**config.mk**
```make
export PLATFORM = sky130hd
export DESIGN_NAME = cart_slot
export DESIGN_NICKNAME = d
export VERILOG_FILES = /design/src/verilog/msx_cart_pkg.sv /design/src/verilog/cart_ascii16.sv /design/src/verilog/cart_ascii8.sv /design/src/verilog/cart_slot.sv /design/src/verilog/mapper_konami.sv /design/src/verilog/mappers.sv
export SDC_FILE = /design/constraint.sdc
export NUM_CORES = 1
export LEC_CHECK = 0
export BUFFER_PORTS_ARGS = -buffer_cell sky130_fd_sc_hd__clkbuf_2
export CAP_MARGIN = 5
export CORE_MARGIN = 8
export CORE_UTILIZATION = 40
export CTS_CLUSTER_DIAMETER = 100
export CTS_CLUSTER_SIZE = 30
export DETAILED_ROUTE_END_ITERATION = 7
export GPL_TIMING_DRIVEN = 0
export SYNTH_ARGS = -nofsm -noshare
export SYNTH_HDL_FRONTEND = slang
export SYNTH_SLANG_ARGS = --single-unit
```
**constraint.sdc**
```tcl
create_clock -name clk -period 1.47 [get_ports clk]
set_clock_uncertainty 0.05 [all_clocks]
set_input_delay 0.147 -clock clk [delete_from_list [all_inputs] [get_ports clk]]
set_output_delay 0.147 -clock clk [all_outputs]
set_load 0.01 [all_outputs]
```
**src/verilog/msx_cart_pkg.sv**
```systemverilog
package msx_cart_pkg;

    // Bus widths
    localparam int CPU_ADDR_W  = 16;    // Z80 address space
    localparam int MEM_ADDR_W  = 22;    // 256 banks of 16 KB
    localparam int SRAM_ADDR_W = 13;    // 8 KB battery SRAM
    localparam int DATA_W      = 8;
    localparam int BANK_W      = 8;     // Bank register width, all mappers

    // ASCII16 only decodes 2 KB of SRAM
    localparam int ASCII16_SRAM_ADDR_W = 11;

    // Bank value bit that swaps ROM for SRAM
    localparam int ASCII8_SRAM_BIT  = 5;
    localparam int ASCII16_SRAM_BIT = 4;

    // Reset banks of Konami pages 1..3
    localparam logic [BANK_W-1:0] KONAMI_RST_BANK1 = 8'd1;
    localparam logic [BANK_W-1:0] KONAMI_RST_BANK2 = 8'd2;
    localparam logic [BANK_W-1:0] KONAMI_RST_BANK3 = 8'd3;

    typedef enum logic [1:0] {
        MAP_NONE    = 2'd0,
        MAP_ASCII8  = 2'd1,
        MAP_ASCII16 = 2'd2,
        MAP_KONAMI  = 2'd3
    } mapper_typ_e;

    // CPU side strobe, valid for one cycle
    typedef struct packed {
        logic                  req;
        logic                  rnw;     // 1 = read
        logic [CPU_ADDR_W-1:0] addr;
        logic [DATA_W-1:0]     wdata;
    } cpu_bus_t;

    // Static slot configuration
    typedef struct packed {
        mapper_typ_e       typ;
        logic [BANK_W-1:0] rom_mask;    // ANDed onto every bank number
        logic              sram_en;     // Gates the SRAM select bit
    } mapper_cfg_t;

    // Per-mapper result, merged by AND/OR in the combiner
    typedef struct packed {
        logic [MEM_ADDR_W-1:0] addr;
        logic                  rnw;
        logic                  rom_cs;
        logic                  sram_cs;
    } mapper_out_t;

    // Idle value, transparent to the AND/OR merge
    localparam mapper_out_t MAPPER_OUT_NEUTRAL = '{
        addr:    '1,
        rnw:     1'b1,
        rom_cs:  1'b0,
        sram_cs: 1'b0
    };

    // Registered request towards ROM/SRAM
    typedef struct packed {
        logic                  req;
        logic [MEM_ADDR_W-1:0] addr;
        logic                  rnw;
        logic                  rom_cs;
        logic                  sram_cs;
        logic [DATA_W-1:0]     wdata;
    } memory_bus_t;

endpackage
```
**src/verilog/cart_ascii16.sv**
```systemverilog
module cart_ascii16 import msx_cart_pkg::*; (
    input  logic        clk,
    input  logic        rst_n,
    input  cpu_bus_t    cpu,
    input  mapper_cfg_t cfg,
    output mapper_out_t out
);

    logic [BANK_W-1:0] bank [2];        // 16 KB pages at 0x4000, 0x8000
    logic              sel;
    logic              in_win;
    logic              page;
    logic              reg_wr;
    logic [BANK_W-1:0] cur_bank;
    logic              use_sram;

    assign sel    = (cfg.typ == MAP_ASCII16);
    assign in_win = cpu.addr[15] ^ cpu.addr[14];
    assign page   = cpu.addr[15];

    // Bank 0 at 0x6000-0x67FF, bank 1 at 0x7000-0x77FF
    assign reg_wr = sel & cpu.req & ~cpu.rnw
                  & (cpu.addr[15:13] == 3'b011) & ~cpu.addr[11];

    always_ff @(posedge clk or negedge rst_n) begin
        if (!rst_n) begin
            bank[0] <= '0;
            bank[1] <= '0;
        end else if (reg_wr) begin
            bank[cpu.addr[12]] <= cpu.wdata;    // addr[12] picks the register
        end
    end

    assign cur_bank = bank[page];
    assign use_sram = cfg.sram_en & cur_bank[ASCII16_SRAM_BIT];

    always_comb begin
        out = MAPPER_OUT_NEUTRAL;
        if (sel && cpu.req && in_win) begin
            if (use_sram) begin
                // 2 KB SRAM, mirrored across the page
                if (cpu.rnw || page) begin
                    out.addr    = MEM_ADDR_W'(cpu.addr[ASCII16_SRAM_ADDR_W-1:0]);
                    out.rnw     = cpu.rnw;
                    out.sram_cs = 1'b1;
                end
            end else if (cpu.rnw) begin
                out.addr   = {cur_bank & cfg.rom_mask, cpu.addr[13:0]};  // Exactly 22 bits
                out.rnw    = 1'b1;
                out.rom_cs = 1'b1;
            end
        end
    end

endmodule

```
**src/verilog/cart_ascii8.sv**
```systemverilog
module cart_ascii8 import msx_cart_pkg::*; (
    input  logic        clk,
    input  logic        rst_n,
    input  cpu_bus_t    cpu,
    input  mapper_cfg_t cfg,
    output mapper_out_t out
);

    logic [BANK_W-1:0] bank [4];        // One per 8 KB page
    logic              sel;
    logic              in_win;
    logic [1:0]        page;
    logic              reg_wr;
    logic [BANK_W-1:0] cur_bank;
    logic              use_sram;
    logic              sram_wr_ok;

    assign sel    = (cfg.typ == MAP_ASCII8);
    assign in_win = cpu.addr[15] ^ cpu.addr[14];    // 0x4000-0xBFFF

    // 010->0, 011->1, 100->2, 101->3
    assign page = {cpu.addr[15], cpu.addr[13]};

    // Register area 0x6000-0x7FFF, 2 KB per register
    assign reg_wr = sel & cpu.req & ~cpu.rnw & (cpu.addr[15:13] == 3'b011);

    always_ff @(posedge clk or negedge rst_n) begin
        if (!rst_n) begin
            for (int i = 0; i < 4; i++) begin
                bank[i] <= '0;
            end
        end else if (reg_wr) begin
            bank[cpu.addr[12:11]] <= cpu.wdata;  // 0x6000/0x6800/0x7000/0x7800
        end
    end

    assign cur_bank   = bank[page];
    assign use_sram   = cfg.sram_en & cur_bank[ASCII8_SRAM_BIT];
    assign sram_wr_ok = cpu.addr[15];           // Pages 2 and 3 only

    // Register writes land in page 1, never writable, so they stay local
    always_comb begin
        out = MAPPER_OUT_NEUTRAL;
        if (sel && cpu.req && in_win) begin
            if (use_sram) begin
                if (cpu.rnw || sram_wr_ok) begin
                    out.addr    = MEM_ADDR_W'(cpu.addr[SRAM_ADDR_W-1:0]);
                    out.rnw     = cpu.rnw;
                    out.sram_cs = 1'b1;
                end
            end else if (cpu.rnw) begin
                // Masked bank followed by 8 KB offset
                out.addr   = MEM_ADDR_W'({cur_bank & cfg.rom_mask, cpu.addr[12:0]});
                out.rnw    = 1'b1;
                out.rom_cs = 1'b1;
            end
            // ROM writes dropped
        end
    end

endmodule

```
**src/verilog/cart_slot.sv**
```systemverilog
module cart_slot import msx_cart_pkg::*; (
    input  logic        clk,
    input  logic        rst_n,
    input  cpu_bus_t    cpu,            // Slot strobe from the CPU
    input  mapper_cfg_t cfg,            // Static, changed only when idle
    output memory_bus_t memory          // To external ROM/SRAM
);

    // All decode and registering lives in the combiner
    mappers mappers_inst (
        .clk    (clk),
        .rst_n  (rst_n),
        .cpu    (cpu),
        .cfg    (cfg),
        .memory (memory)
    );

endmodule

```
**src/verilog/mapper_konami.sv**
```systemverilog
module mapper_konami import msx_cart_pkg::*; (
    input  logic        clk,
    input  logic        rst_n,
    input  cpu_bus_t    cpu,
    input  mapper_cfg_t cfg,
    output mapper_out_t out
);

    logic [BANK_W-1:0] bank1;           // 0x6000-0x7FFF
    logic [BANK_W-1:0] bank2;           // 0x8000-0x9FFF
    logic [BANK_W-1:0] bank3;           // 0xA000-0xBFFF
    logic              sel;
    logic              in_win;
    logic [1:0]        page;
    logic              wr;
    logic [BANK_W-1:0] cur_bank;

    assign sel    = (cfg.typ == MAP_KONAMI);
    assign in_win = cpu.addr[15] ^ cpu.addr[14];
    assign page   = {cpu.addr[15], cpu.addr[13]};
    assign wr     = sel & cpu.req & ~cpu.rnw & in_win;

    // Any write inside a switchable page reloads its bank
    always_ff @(posedge clk or negedge rst_n) begin
        if (!rst_n) begin
            bank1 <= KONAMI_RST_BANK1;
            bank2 <= KONAMI_RST_BANK2;
            bank3 <= KONAMI_RST_BANK3;
        end else if (wr) begin
            case (page)
                2'd1:    bank1 <= cpu.wdata;
                2'd2:    bank2 <= cpu.wdata;
                2'd3:    bank3 <= cpu.wdata;
                default: ;                      // Page 0 hardwired
            endcase
        end
    end

    always_comb begin
        case (page)
            2'd1:    cur_bank = bank1;
            2'd2:    cur_bank = bank2;
            2'd3:    cur_bank = bank3;
            default: cur_bank = '0;
        endcase
    end

    // Reads only, no SRAM on this board
    always_comb begin
        out = MAPPER_OUT_NEUTRAL;
        if (sel && cpu.req && in_win && cpu.rnw) begin
            out.addr   = MEM_ADDR_W'({cur_bank & cfg.rom_mask, cpu.addr[12:0]});
            out.rnw    = 1'b1;
            out.rom_cs = 1'b1;
        end
    end

endmodule

```
**src/verilog/mappers.sv**
```systemverilog
module mappers import msx_cart_pkg::*; (
    input  logic        clk,
    input  logic        rst_n,
    input  cpu_bus_t    cpu,
    input  mapper_cfg_t cfg,
    output memory_bus_t memory
);

    mapper_out_t ascii8_out;            // Neutral unless typ selects it
    mapper_out_t ascii16_out;
    mapper_out_t konami_out;
    mapper_out_t merged;

    logic                  req_q;
    logic                  rom_cs_q;
    logic                  sram_cs_q;
    logic [MEM_ADDR_W-1:0] addr_q;
    logic                  rnw_q;
    logic [DATA_W-1:0]     wdata_q;

    cart_ascii8 ascii8 (
        .clk   (clk),
        .rst_n (rst_n),
        .cpu   (cpu),
        .cfg   (cfg),
        .out   (ascii8_out)
    );

    cart_ascii16 ascii16 (
        .clk   (clk),
        .rst_n (rst_n),
        .cpu   (cpu),
        .cfg   (cfg),
        .out   (ascii16_out)
    );

    mapper_konami konami (
        .clk   (clk),
        .rst_n (rst_n),
        .cpu   (cpu),
        .cfg   (cfg),
        .out   (konami_out)
    );

    // Idle mappers drive all-ones addr/rnw and zero selects
    assign merged.addr    = ascii8_out.addr & ascii16_out.addr & konami_out.addr;
    assign merged.rnw     = ascii8_out.rnw & ascii16_out.rnw & konami_out.rnw;
    assign merged.rom_cs  = ascii8_out.rom_cs | ascii16_out.rom_cs | konami_out.rom_cs;
    assign merged.sram_cs = ascii8_out.sram_cs | ascii16_out.sram_cs | konami_out.sram_cs;

    // Strobe and selects, one cycle behind cpu.req
    always_ff @(posedge clk or negedge rst_n) begin
        if (!rst_n) begin
            req_q     <= 1'b0;
            rom_cs_q  <= 1'b0;
            sram_cs_q <= 1'b0;
        end else begin
            req_q     <= merged.rom_cs | merged.sram_cs;
            rom_cs_q  <= merged.rom_cs;
            sram_cs_q <= merged.sram_cs;
        end
    end

    // Payload, only meaningful with req_q
    always_ff @(posedge clk) begin
        addr_q  <= merged.addr;
        rnw_q   <= merged.rnw;
        wdata_q <= cpu.wdata;
    end

    assign memory = '{
        req:     req_q,
        addr:    addr_q,
        rnw:     rnw_q,
        rom_cs:  rom_cs_q,
        sram_cs: sram_cs_q,
        wdata:   wdata_q
    };

endmodule

```
### Word level (Yosys, flattened, before mapping)

Cells that the tools add are included.

| storage, ports and cells | value |
|---|---|
| logic and storage cells | 98 |
| output and inout port bits | 34 |
| register bits | 106 |
| bits of input ports | 39 |

| operators by class | value |
|---|---|
| equal/unequal tests | 7 |
| reduce and logical (&&, ||, !) cells | 13 |
| mux-type cells | 27 |
| bitwise operators | 30 |
| magnitude comparators | 6 |

Operators with widths:

| kind | count |
|---|---|
| 23-bit two-way mux | 4 |
| 24-bit two-way mux | 3 |
| 8-bit two-way mux | 7 |
| 25-bit two-way mux | 2 |
| 22-bit bitwise AND | 2 |
| 32-bit bitwise mux | 1 |
| 8-bit bitwise AND | 3 |
| 8-bit one-hot mux with 3 select lines | 1 |
| 8-bit binary-select mux with 2-bit select | 1 |
| 16-bit bitwise mux | 1 |
| 8-bit demux with 2-bit select | 1 |
| 1-bit bitwise AND | 14 |
| 1-bit logical AND | 9 |
| 8-bit demux with 1-bit select | 1 |
| 2-bit == test (second input constant) | 4 |
| 3-bit >= comparator (second input constant) | 2 |
| 2-bit NOT with 3-bit output | 2 |
| 2-bit AND reduction | 3 |
| 1-bit two-way mux | 5 |
| 2-bit by 1-bit == test with 1-bit output (second input constant) | 2 |
| 2-bit >= comparator (second input constant) | 2 |
| 1-bit NOT with 2-bit output | 2 |
| 1-bit bitwise OR | 4 |
| 3-bit by 2-bit == test with 1-bit output (second input constant) | 1 |
| 5 further kinds | 6 |

### Logic depth before layout (Yosys ltp)

Gate-level depths: netlist (run 1).

| logic depth | value |
|---|---|
| word-level depth | 11 |
| gate-level depth with buffers | 6 |
| mapped depth without buffers | 4 |

### Modules after synthesis

From an unflattened synthesis (run 1), not the netlist that was laid out.

| unflattened totals | value |
|---|---|
| cell total of the unflattened synthesis | 404 |
| area total of the unflattened synthesis | 5088.6 um^2 |

Modules (own cells, without submodules):

| module | instances | area an instance (um^2) | seq. area each (um^2) | cells each |
|---|---|---|---|---|
| cart_ascii8 | 1 | 1749.2 | 800.8 | 126 |
| mapper_konami | 1 | 1366.3 | 605.6 | 115 |
| cart_ascii16 | 1 | 1079.8 | 400.4 | 99 |
| mappers | 1 | 893.4 | 695.7 | 64 |

### Least setup slack after synthesis (run 1)

No wires, ideal clock.

| timing | value |
|---|---|
| path kind | reg2reg |
| start | register mappers_inst.ascii8.bank[5] (netlist bit) |
| end | register mappers_inst.addr_q[10] |
| library setup time | 0.119 ns |
| setup slack | -0.140 ns |
| path buffers | 1 |
| required time | 1.301 ns |
| stages on the path, launching flop included | 6 |
| clock period less this slack | 1.610 ns |
| arrival | 1.441 ns |
| path through | dfrtp_1 mux4_2 and3b_1 o22ai_2 buf_4 o21bai_1 |

RTL lines:

| element | RTL line | RTL |
|---|---|---|
| start: declaration | cart_ascii8.sv:9 | `logic [BANK_W-1:0] bank [4];` |
| start signal: indexed assignment | cart_ascii8.sv:33 | `bank[cpu.addr[12:11]] <= cpu.wdata;` |
| end signal: assignment | mappers.sv:66 | `addr_q <= merged.addr;` |
| end: declaration | mappers.sv:17 | `logic [MEM_ADDR_W-1:0] addr_q;` |

==> run metrics, run 1 <==
Leak=0.00279 µW; insertion delay to the later sink of the worst-skew pair=370 ps; summed instance area of the synthesized netlist=0.00446 mm²; worst min path class=primary input to flip-flop; final estimated routing congestion in global placement=0.775; vias per std cell=5.24; count of nets after finishing=466; fill cell total of the finished layout=913; internal power summed over all cells=4490 µW; Switch Pwr=1410 µW; switching part of the total=0.239; cells after synthesis=315; via count of the first global-routing pass=3189; final slew viol count=0; Diodes inserted=0; post-DR wirelength/cell=19.6 µm; pre-CTS setup slack=-500 ps; final period demand of the worst path=1770 ps; Post-Synthesis Mean Instance Area=14.2 µm²; area fraction of the dominant cell type after synthesis=0.398; violated checks=setup timing; cts bufs inserted=9; sequential group share of total power=0.540; worst-case headroom to the max-slew limit=0.343; critical path startpoint category=flip-flop; total iterations of the first detailed-routing run=4; Max Cap Violations=0; die width=122 µm; required time at the worst-slack endpoint=1680 ps; placeable core region=0.0109 mm²; iteration-0 DRC count of the detailed router=144; number of hold violations in the final report=0; post-route clock period utilization=1.20; I/O pin cnt=73; initial antenna violation count=0; cell area after layout=0.00572 mm²; final-layout worst hold slack=57.0 ps; Unique masters post-synth=38; maximum buffer depth of the clock tree=2; count of input and output buffers=70; fraction of synthesis flops using an asynchronous set or reset pin=0.708; setup total negative slack=-5720 ps; Max rail drop VDD=0.573 mV; Setup-failing EPs final=25; remaining antenna violation count after routing=0; top cell types by occurrence after synthesis=mux2_2 (88), dfrtp_1 (71), dfxtp_1 (31); maximum number of pins on one net before global-route repair=43; number of cells on the worst hold path=3; WS Path Type=flip-flop to flip-flop; cell type with the highest aggregate area in the netlist=dfrtp_1; top post-synthesis cells by area=dfrtp_1 (40%), mux2_2 (22%), dfxtp_1 (14%); grt total ovfl=0; depth of the worst register-to-register path=5; effective utilization at floorplan=0.410; total vias in the final route=2999; layout overhead on the synthesized area=28.2%; PD cells=1030 mW/mm²; ratio of cells with drive above 1 in the final layout=0.535; cell with the most instances after synthesis=mux2_2; sequential share of the synthesized area=0.561; total half-perimeter wirelength after legalization and detailed placement=7.47 mm; CTS H-tree lvls=3; first-pass GRT wire length=17.9 mm; cell at the root of the clock tree=clkbuf_8; Synth Net Count=354; full die area=0.0148 mm²; clock sinks=106; clock tree from TritonCTS=done; Cell Area, Placed=0.00511 mm²; post-route setup slack=-297 ps; total number of yosys warnings=0; critical path endpoint category=flip-flop; part of the total power dissipated in combinational logic=0.117; RSZ-0062 raised after global routing=true; FP Rows=38; CP Max Fanout=10; Post-synth top flop=dfrtp_1; final WL=11.2 mm; drt drc=0; Post-synth EDFFs=0; register bit count reported by yosys=106; Clk network pwr share=0.343; highest attainable clock frequency=0.566 GHz; Tightest Pin Transition=975 ps; result of the run=complete, but fails checks; clock transition at the registers of the reported paths=110 ps; global router's overall resource usage=0.158; data arrival time of the critical path=1970 ps; DIE HEIGHT=122 µm
## routing by layer
layer,up-vias,track usage,wire length [µm]
li1,1393,-,-
met4,0,0.0493,140
met2,92,0.237,4960
met5,-,0,0
met1,1503,0.213,5350
met3,11,0.0486,790
## metrics by stage
stage	power, µW	util	instances
2_1_floorplan	3600	-	315
3_3_place_gp	3850	0.467	525
3_5_place_dp	3870	0.469	526
4_1_cts	5970	0.523	572
5_1_grt	6160	0.525	572
6_report	5900	0.525	572
## final cells by class
type / count / area, µm² / area share
Buffer: 20 / 144 / 0.0252
Clock inverter: 6 / 88.8 / 0.0155
Multi-Input combinational cell: 190 / 2010 / 0.351
Timing Repair Buffer: 100 / 666 / 0.116
Clock buffer: 10 / 138 / 0.0241
Tap cell: 140 / 175 / 0.0306
Sequential cell: 106 / 2500 / 0.437
## worst max-delay path, stage by stage (launching register included)
cell and delay (ps):
dfrtp_1 400, mux4_2 520, and3b_2 260, o22ai_4 180
buf_6 180, o21bai_1 70
## power groups by stage
stage | clock, µW | sequential, µW | combinational [µW]
2_1_floorplan | 0 | 3240 | 359
3_3_place_gp | 0 | 3230 | 612
3_5_place_dp | 0 | 3240 | 630
4_1_cts | 2080 | 3180 | 698
5_1_grt | 2200 | 3210 | 753
6_report | 2020 | 3190 | 693
## state kept, by name, indices dropped and copies added, names as in the netlist
name                       flops
mappers_inst.addr_q           22
mappers_inst.ascii16.bank     16
mappers_inst.ascii8.bank      32
mappers_inst.konami.bank1      8
mappers_inst.konami.bank2      8
mappers_inst.konami.bank3      8
mappers_inst.req_q             1
mappers_inst.rnw_q             1
mappers_inst.rom_cs_q          1
mappers_inst.sram_cs_q         1
mappers_inst.wdata_q           8
## cell usage in the layout (no fill, tap or decap), drive strengths merged, types with 4 or more instances in the layout
cell          n
mux4          8
nor2b         5
mux2         88
a22o          7
nor4          8
dlygate4sd3  22
nand3         4
dfstp         4
buf          23
dfrtp        71
a21oi        23
nor2          4
dfxtp        31
o21bai       11
and3b         5
and3          4
clkbuf       85
## timing repair
| action | 4_1_cts | 5_1_grt |
|---|---|---|
| endpoints found under the setup margin | 37 | 41 |
| gates resized for setup | 13 | 6 |
| gates cloned | 1 | 0 |
| hold buffers | 22 | 0 |
| buffers inserted | 7 | 0 |
| endpoints found under the hold margin | 49 | 0 |
| pin swaps | 12 | 2 |
## cells by family after synthesis
logic type | count (synthesis) | synth area share
compound gates | 50 | 0.0746
xor+xnor | 1 | 0.00196
buf+inv | 20 | 0.0283
flops | 106 | 0.561
mux | 96 | 0.262
simple gates | 42 | 0.0721
## path summary, 6_finish.rpt
kind | start | to | slack (ps)
worst max-delay path | mappers_inst.ascii8.bank[5]$_DFFE_PN0P_ | mappers_inst.addr_q[7]$_DFF_P_ | -300
worst min-delay path | cfg[8] | mappers_inst.addr_q[21]$_DFF_P_ | 60
worst max register to register | mappers_inst.ascii8.bank[5]$_DFFE_PN0P_ | mappers_inst.addr_q[7]$_DFF_P_ | -300
worst min register to register | mappers_inst.konami.bank3[2]$_DFFE_PN0P_ | mappers_inst.konami.bank3[2]$_DFFE_PN0P_ | 460
max in group asynchronous | rst_n | mappers_inst.ascii8.bank[10]$_DFFE_PN0P_ | 520
min in group asynchronous | rst_n | mappers_inst.ascii16.bank[14]$_DFFE_PN0P_ | 260
Power figures use the tool's default switching activity.
==> inputs of run 2 (changes only) <==
--- a/config.mk
+++ b/config.mk
@@ -7,3 +7,3 @@
 export LEC_CHECK = 0
-export BUFFER_PORTS_ARGS = -buffer_cell sky130_fd_sc_hd__clkbuf_2
+export BUFFER_PORTS_ARGS = -buffer_cell sky130_fd_sc_hd__buf_2
 export CAP_MARGIN = 5
--- a/constraint.sdc
+++ b/constraint.sdc
@@ -4,2 +4,2 @@
 set_output_delay 0.147 -clock clk [all_outputs]
-set_load 0.01 [all_outputs]
+set_load 0.1 [all_outputs]
==> run 2 against run 1 <==
The flow still finishes with violations (setup timing). Final cell count rose by 0.52%. Worst hold slack got worse by 32 ps. Sequential power barely moved. Highest routed layer unchanged.
==> run metrics, run 2 (synthesized netlist as in run 1, its figures left out) <==
drt drc=0 (unchanged); die width=122 µm (unchanged); Leak=0.00274 µW (-1.6%); post-DR wirelength/cell=19.4 µm (-1.1%); leading cell types in the layout, fill and taps excluded=buf_2 (71), dfrtp_1 (71), mux2_2 (66); post-route setup slack=-317 ps (-20.4 ps); global router's overall resource usage=0.156 (-0.00165); count of input and output buffers=70 (unchanged); final cell utilization of the core=0.525 (-0.000574); total iterations of the first detailed-routing run=4 (unchanged); internal power summed over all cells=4110 µW (-8.4%); final WL=11.2 mm (-0.60%); clock sinks=106 (unchanged); vias per std cell=5.27 (+0.57%); iteration-0 DRC count of the detailed router=117 (-19%); highest attainable clock frequency=0.560 GHz (-1.1%); flip-flop count of the largest register after layout=32 (unchanged); critical path startpoint category=flip-flop; PD cells=1010 mW/mm² (-1.7%); WS Path Type=flip-flop to flip-flop; violated checks=setup timing; Max Cap Violations=0 (unchanged); critical path endpoint category=flip-flop; sequential group share of total power=0.549 (+0.009); full die area=0.0148 mm² (unchanged); first-pass GRT wire length=17.7 mm (-0.81%); clock tree from TritonCTS=done; Setup-failing EPs final=25 (unchanged); cells along the critical path=mux4_2 -> a22oi_2 -> buf_6 -> o22ai_4 -> buf_4 -> o21bai_1; Crit-path slowest cell=mux4_2; worst-case headroom to the max-slew limit=0.338 (-0.00470); number of hold violations in the final report=0 (unchanged); part of the total power dissipated in combinational logic=0.168 (+0.051); Max rail drop VDD=0.651 mV (+13%); switching part of the total=0.290 (+0.0511); I/O pin cnt=73 (unchanged); placeable core region=0.0109 mm² (unchanged); Tightest Pin Transition=982 ps (+6.97 ps); RSZ-0062 raised after global routing=true; final period demand of the worst path=1790 ps (+20.4 ps); via count of the first global-routing pass=3252 (+2.0%); ratio of cells with drive above 1 in the final layout=0.533 (-0.00139); insertion delay to the later sink of the worst-skew pair=370 ps (about the same); count of nets after finishing=469 (+0.64%); DIE HEIGHT=122 µm (unchanged); worst min path class=primary input to flip-flop; grt total ovfl=0 (unchanged); initial antenna violation count=0 (unchanged); number of placed instances with taps included=526 (unchanged); CP Max Fanout=7 (-3); maximum number of pins on one net before global-route repair=47 (+9.3%); FP Rows=38 (unchanged); Switch Pwr=1680 µW (+19%); result of the run=complete, but fails checks; register with the most flip-flops=mappers_inst.ascii8.bank; Worst path max stage delay=520 ps (about the same); maximum buffer depth of the clock tree=2 (unchanged); remaining antenna violation count after routing=0 (unchanged); Diodes inserted=0 (unchanged); cts bufs inserted=9 (unchanged); final slew viol count=0 (unchanged); post-route clock period utilization=1.22 (+0.0139); registers with the most flip-flops=mappers_inst.ascii8.bank x32, mappers_inst.addr_q x22, mappers_inst.ascii16.bank x16; clock transition at the registers of the reported paths=100 ps (about the same); number of cells in the finished layout apart from fillers=575 (+0.52%); data arrival time of the critical path=2040 ps (+70 ps); CTS H-tree lvls=3 (unchanged); final estimated routing congestion in global placement=0.809 (+4.3%); effective utilization at floorplan=0.410 (unchanged); layout overhead on the synthesized area=28.0%; Clk network pwr share=0.283 (-0.060); required time at the worst-slack endpoint=1720 ps (+40 ps); total vias in the final route=3032 (+1.1%); total half-perimeter wirelength after legalization and detailed placement=7.40 mm (-0.88%); cell at the root of the clock tree=clkbuf_8
==> run 2: cell count changes in the layout (fill, tap and decap cells not counted), moves of 2 or more <==
cell        previous run  this run
buf_2                  4        71
clkbuf_2              69         0
buf_4                 11        14
o21ai_0                1         3
clkinvlp_4             0         2
bufinv_16              2         0
==> run 2: critical path, delay by kind of cell (launching register included) <==
kind	cells	cell delay [ps]
mux	1	520
flops	1	390
compound gates	3	380
buf+inv	2	370
==> run 2: worst paths after layout <==
check	depth (start not counted)	endpoint	slack, ps	startpoint
worst min register to register	1	mappers_inst.ascii8.bank[27]$_DFFE_PN0P_	460	mappers_inst.ascii8.bank[27]$_DFFE_PN0P_
min in group asynchronous	2	mappers_inst.ascii16.bank[1]$_DFFE_PN0P_	200	rst_n
worst min-delay path	3	mappers_inst.addr_q[11]$_DFF_P_	30	cpu[19]
max in group asynchronous	3	mappers_inst.ascii8.bank[2]$_DFFE_PN0P_	600	rst_n
worst max-delay path	6	mappers_inst.addr_q[8]$_DFF_P_	-320	mappers_inst.ascii8.bank[5]$_DFFE_PN0P_
worst max register to register	6	mappers_inst.addr_q[8]$_DFF_P_	-320	mappers_inst.ascii8.bank[5]$_DFFE_PN0P_
==> run 2: layout make-up <==
| class | count | area (µm²) |
|---|---|---|
| repair buffers | 103 | 713 |
| plain buffers | 20 | 144 |
| clock inverters | 7 | 57.6 |
| multi-input cells | 190 | 2000 |
| well taps | 140 | 175 |
| flip-flops and latches | 106 | 2500 |
| clock buffers | 9 | 124 |
| fillers | 943 | 5170 |
==> run 2: what timing repair did <==
action | CTS | global route
hold buffers | 22 | 0
setup endpoints to repair | 43 | 36
endpoints found under the hold margin | 49 | 0
cloned | 1 | 1
buffers inserted | 8 | 1
pin swaps | 11 | 0
resized for setup | 9 | 9
==> run 2: routing by layer <==
metal	up-vias	global-route usage	wire length, µm
met5	-	0	0
met4	0	0.0478	138
met3	11	0.0453	849
met2	100	0.240	4980
met1	1526	0.208	5210
li1	1395	-	-
==> run 2: stage by stage <==
| step | TNS [ps] | hold slack, ps | setup WS [ps] | instance area (µm²) | power, µW |
|---|---|---|---|---|---|
| after floorplan | -4480 | -199 | -126 | 4560 | 3870 |
| after global placement | -48490 | 288 | -487 | 5090 | 4110 |
| after detailed placement | -28640 | 65.9 | -510 | 5120 | 4140 |
| after CTS | -4730 | 12.0 | -276 | 5670 | 5870 |
| after global routing | -7390 | 40.8 | -385 | 5710 | 6060 |
| final | -5840 | 25.2 | -317 | 5710 | 5790 |
==> run 2: power by group through the flow <==
stage          logic (µW)  clock network (µW)  registers [µW]
6_report              973                1640            3180
5_1_grt              1030                1830            3200
4_1_cts               971                1720            3180
3_5_place_dp          902                   0            3240
3_3_place_gp          883                   0            3230
2_1_floorplan         384                   0            3480
==> inputs of run 3 (changes only) <==
- ABC_AREA: unset -> 1
==> run 3 against run 2 <==
The flow now finishes without violations. Die area is 8.6% higher. Worst hold slack gained 56 ps. Design area up 7.6%. First-iteration DRC count rose to 3.1 times the previous value. Largest power group unchanged. Synthesized cell count is 110% higher. Power rose by 19%. Non-clock buffer count up 6. Register-to-register slack improved by 390 ps. Via count up 56%.
==> run metrics, run 3 <==
result of the run=completed; number of cells on the worst hold path=3 (unchanged); clock tree from TritonCTS=done; Tightest Pin Transition=537 ps (-445 ps); sequential share of the synthesized area=0.510 (-0.0506); cts bufs inserted=9 (unchanged); CP Max Fanout=7 (unchanged); Post-synth top flop=dfrtp_1; FP Rows=40 (+5.3%); Worst path max stage delay=400 ps (-120 ps); I/O pin cnt=73 (unchanged); highest attainable clock frequency=0.715 GHz (+28%); final slew viol count=0 (unchanged); global router's overall resource usage=0.184 (+0.0279); drt drc=0 (unchanged); final cell utilization of the core=0.512 (-0.0131); insertion delay to the later sink of the worst-skew pair=350 ps (-20 ps); DIE HEIGHT=127 µm (+4.2%); reg2reg end=mappers_inst.addr_q[10]$_DFF_P_; first-pass GRT wire length=23.4 mm (+32%); register with the most flip-flops=mappers_inst.ascii8.bank; final estimated routing congestion in global placement=0.870 (+7.5%); most frequent standard cell in the layout excluding fill and tap cells=nand2_1; count of nets after finishing=810 (+73%); post-route clock period utilization=0.951 (-0.265); vias per std cell=5.12 (-3.0%); clock transition at the registers of the reported paths=70 ps (-30 ps); iteration-0 DRC count of the detailed router=365 (+210%); worst-case headroom to the max-slew limit=0.642 (+0.304); effective utilization at floorplan=0.408 (-0.00147); placeable core region=0.0120 mm² (+10%); CTS H-tree lvls=3 (unchanged); flip-flop count of the largest register after layout=32 (unchanged); Leak=0.00303 µW (+11%); RSZ-0062 raised after global routing=true; ratio of cells with drive above 1 in the final layout=0.178 (-0.355); area fraction of the dominant cell type after synthesis=0.362 (-0.0359); destination of the worst hold path=mappers_inst.addr_q[11]$_DFF_P_; via count of the first global-routing pass=4655 (+43%); number of placed instances with taps included=882 (+68%); cell type with the highest aggregate area in the netlist=dfrtp_1; Crit-path slowest cell=dfrtp_1; top cell types by occurrence after synthesis=nand2_1 (260), o21ai_0 (92), dfrtp_1 (71); leading cell types in the layout, fill and taps excluded=nand2_1 (258), o21ai_0 (92), buf_2 (79); Critical Path Most Common Cell=nand2_1; PD cells=1120 mW/mm² (+11%); full die area=0.0161 mm² (+8.6%); critical path startpoint category=flip-flop; startpoint of the tightest hold check path=cpu[19]; critical path endpoint category=flip-flop; count of input and output buffers=70 (unchanged); cell at the root of the clock tree=clkbuf_16; reg-to-reg setup timing slack=70 ps (+390 ps); total half-perimeter wirelength after legalization and detailed placement=10.4 mm (+40%); total vias in the final route=4722 (+56%); data arrival time of the critical path=1600 ps (-440 ps); die width=127 µm (+4.2%); number of cells in the finished layout apart from fillers=923 (+61%); final period demand of the worst path=1400 ps (-389 ps); post-DR wirelength/cell=15.5 µm (-20%); total iterations of the first detailed-routing run=5 (+1); register bit count reported by yosys=106 (unchanged); initial antenna violation count=0 (unchanged); remaining antenna violation count after routing=0 (unchanged); Diodes inserted=0 (unchanged); WS Path Type=flip-flop to flip-flop; start of the worst register-to-register path=mappers_inst.ascii8.bank[5]$_DFFE_PN0P_; top post-synthesis cells by area=dfrtp_1 (36%), nand2_1 (20%), dfxtp_1 (13%); layout overhead on the synthesized area=25.3%; depth of the worst register-to-register path=10 (+4); maximum number of pins on one net before global-route repair=68 (+45%); required time at the worst-slack endpoint=1670 ps (-50 ps); cells along the critical path=nand2_1 -> nand2_1 -> nand2_2 -> nand2_4 -> nand2_8 -> clkbuf_16 -> nand2_1 -> nand3_1 -> nand2_1 -> nor2_1; Post-Synthesis Mean Instance Area=7.39 µm² (-48%); registers with the most flip-flops=mappers_inst.ascii8.bank x32, mappers_inst.addr_q x22, mappers_inst.ascii16.bank x16; worst min path class=primary input to flip-flop; summed instance area of the synthesized netlist=0.00491 mm² (+9.9%); fraction of synthesis flops using an asynchronous set or reset pin=0.708 (unchanged); total number of yosys warnings=0 (unchanged); Post-synth EDFFs=0 (unchanged); Synth Net Count=703 (+99%); cells after synthesis=664 (+110%); cell with the most instances after synthesis=nand2_1; Setup-failing EPs final=0 (-100%); final WL=14.3 mm (+28%); Max rail drop VDD=0.652 mV (+0.26%); clock sinks=106 (unchanged); grt total ovfl=0 (unchanged); number of hold violations in the final report=0 (unchanged); maximum buffer depth of the clock tree=2 (unchanged); Unique masters post-synth=24 (-37%); Max Cap Violations=0 (unchanged)
run 3: report_power, final:
part	leakage [µW]	internal [µW]	switching, µW	total, µW
Combinational	0.00161	293	763	1060
Clock	0.000154	1550	1090	2650
Sequential	0.00127	3110	95.2	3210
run 3: cell type report:
| cell class | instances | area [µm²] |
|---|---|---|
| multi-input combinational | 492 | 2190 |
| sequential | 106 | 2500 |
| clock buffer | 11 | 243 |
| fill | 1178 | 5860 |
| buffer | 32 | 175 |
| timing repair buffer | 97 | 643 |
| tap | 147 | 184 |
| clock inverter | 5 | 86.3 |
| inverter | 33 | 124 |
run 3: critical path, delay by kind of cell, from the launching register on:
| family | cells | cell delay (ps) |
|---|---|---|
| and+or+nand+nor | 9 | 660 |
| DFF | 1 | 400 |
| buffers and inverters | 1 | 180 |
run 3: routing by layer:
layer  share of wire  vias up  global-route usage
met1            0.46     2179               0.238
met5               0        -                   0
li1                -     2341                   -
met2            0.45      176               0.288
met3           0.065       26              0.0394
met4           0.025        0              0.0840
run 3: worst max path at each step:
| stage | to | slack [ps] | startpoint |
|---|---|---|---|
| 2_1_floorplan | mappers_inst.addr_q[10]$_DFF_P_ | 110 | cpu[24] |
| 3_3_place_gp | mappers_inst.addr_q[11]$_DFF_P_ | -340 | cpu[24] |
| 3_5_place_dp | mappers_inst.addr_q[9]$_DFF_P_ | -360 | cpu[24] |
| 4_1_cts | mappers_inst.addr_q[9]$_DFF_P_ | 20 | cpu[24] |
| 5_1_grt | mappers_inst.ascii16.bank[7]$_DFFE_PN0P_ | -100 | cpu[22] |
| 6_report | mappers_inst.addr_q[10]$_DFF_P_ | 70 | mappers_inst.ascii8.bank[5]$_DFFE_PN0P_ |
run 3: repair_timing:
action,in CTS,in global routing
buffers inserted,0,5
setup endpoints to repair,10,86
gates cloned,0,1
endpoints found under the hold margin,92,0
gates resized for setup,3,21
pin swaps,0,3
hold buffers,20,0
run 3: kinds of logic (layout without fill, tap and decap cells):
kind of cell,count (synthesis),after routing,share of synthesized area
compound gates,99,99,0.101
flops,106,106,0.510
xor+xnor,2,2,0.00357
simple gates,391,391,0.327
buf+inv,66,178,0.0579
run 3: through the flow:
stage                     hold slack, ps  power [µW]  TNS (ps)  worst slack, ps  area (µm²)
after floorplan                     -199        3930         0              108        4910
after global placement               213        4210    -35210             -344        5440
after detailed placement           -65.3        4250    -21250             -355        5470
after CTS                           51.0        6950         0             15.6        6010
after global routing                99.0        7190      -946             -104        6150
final                               81.1        6910         0             72.2        6150
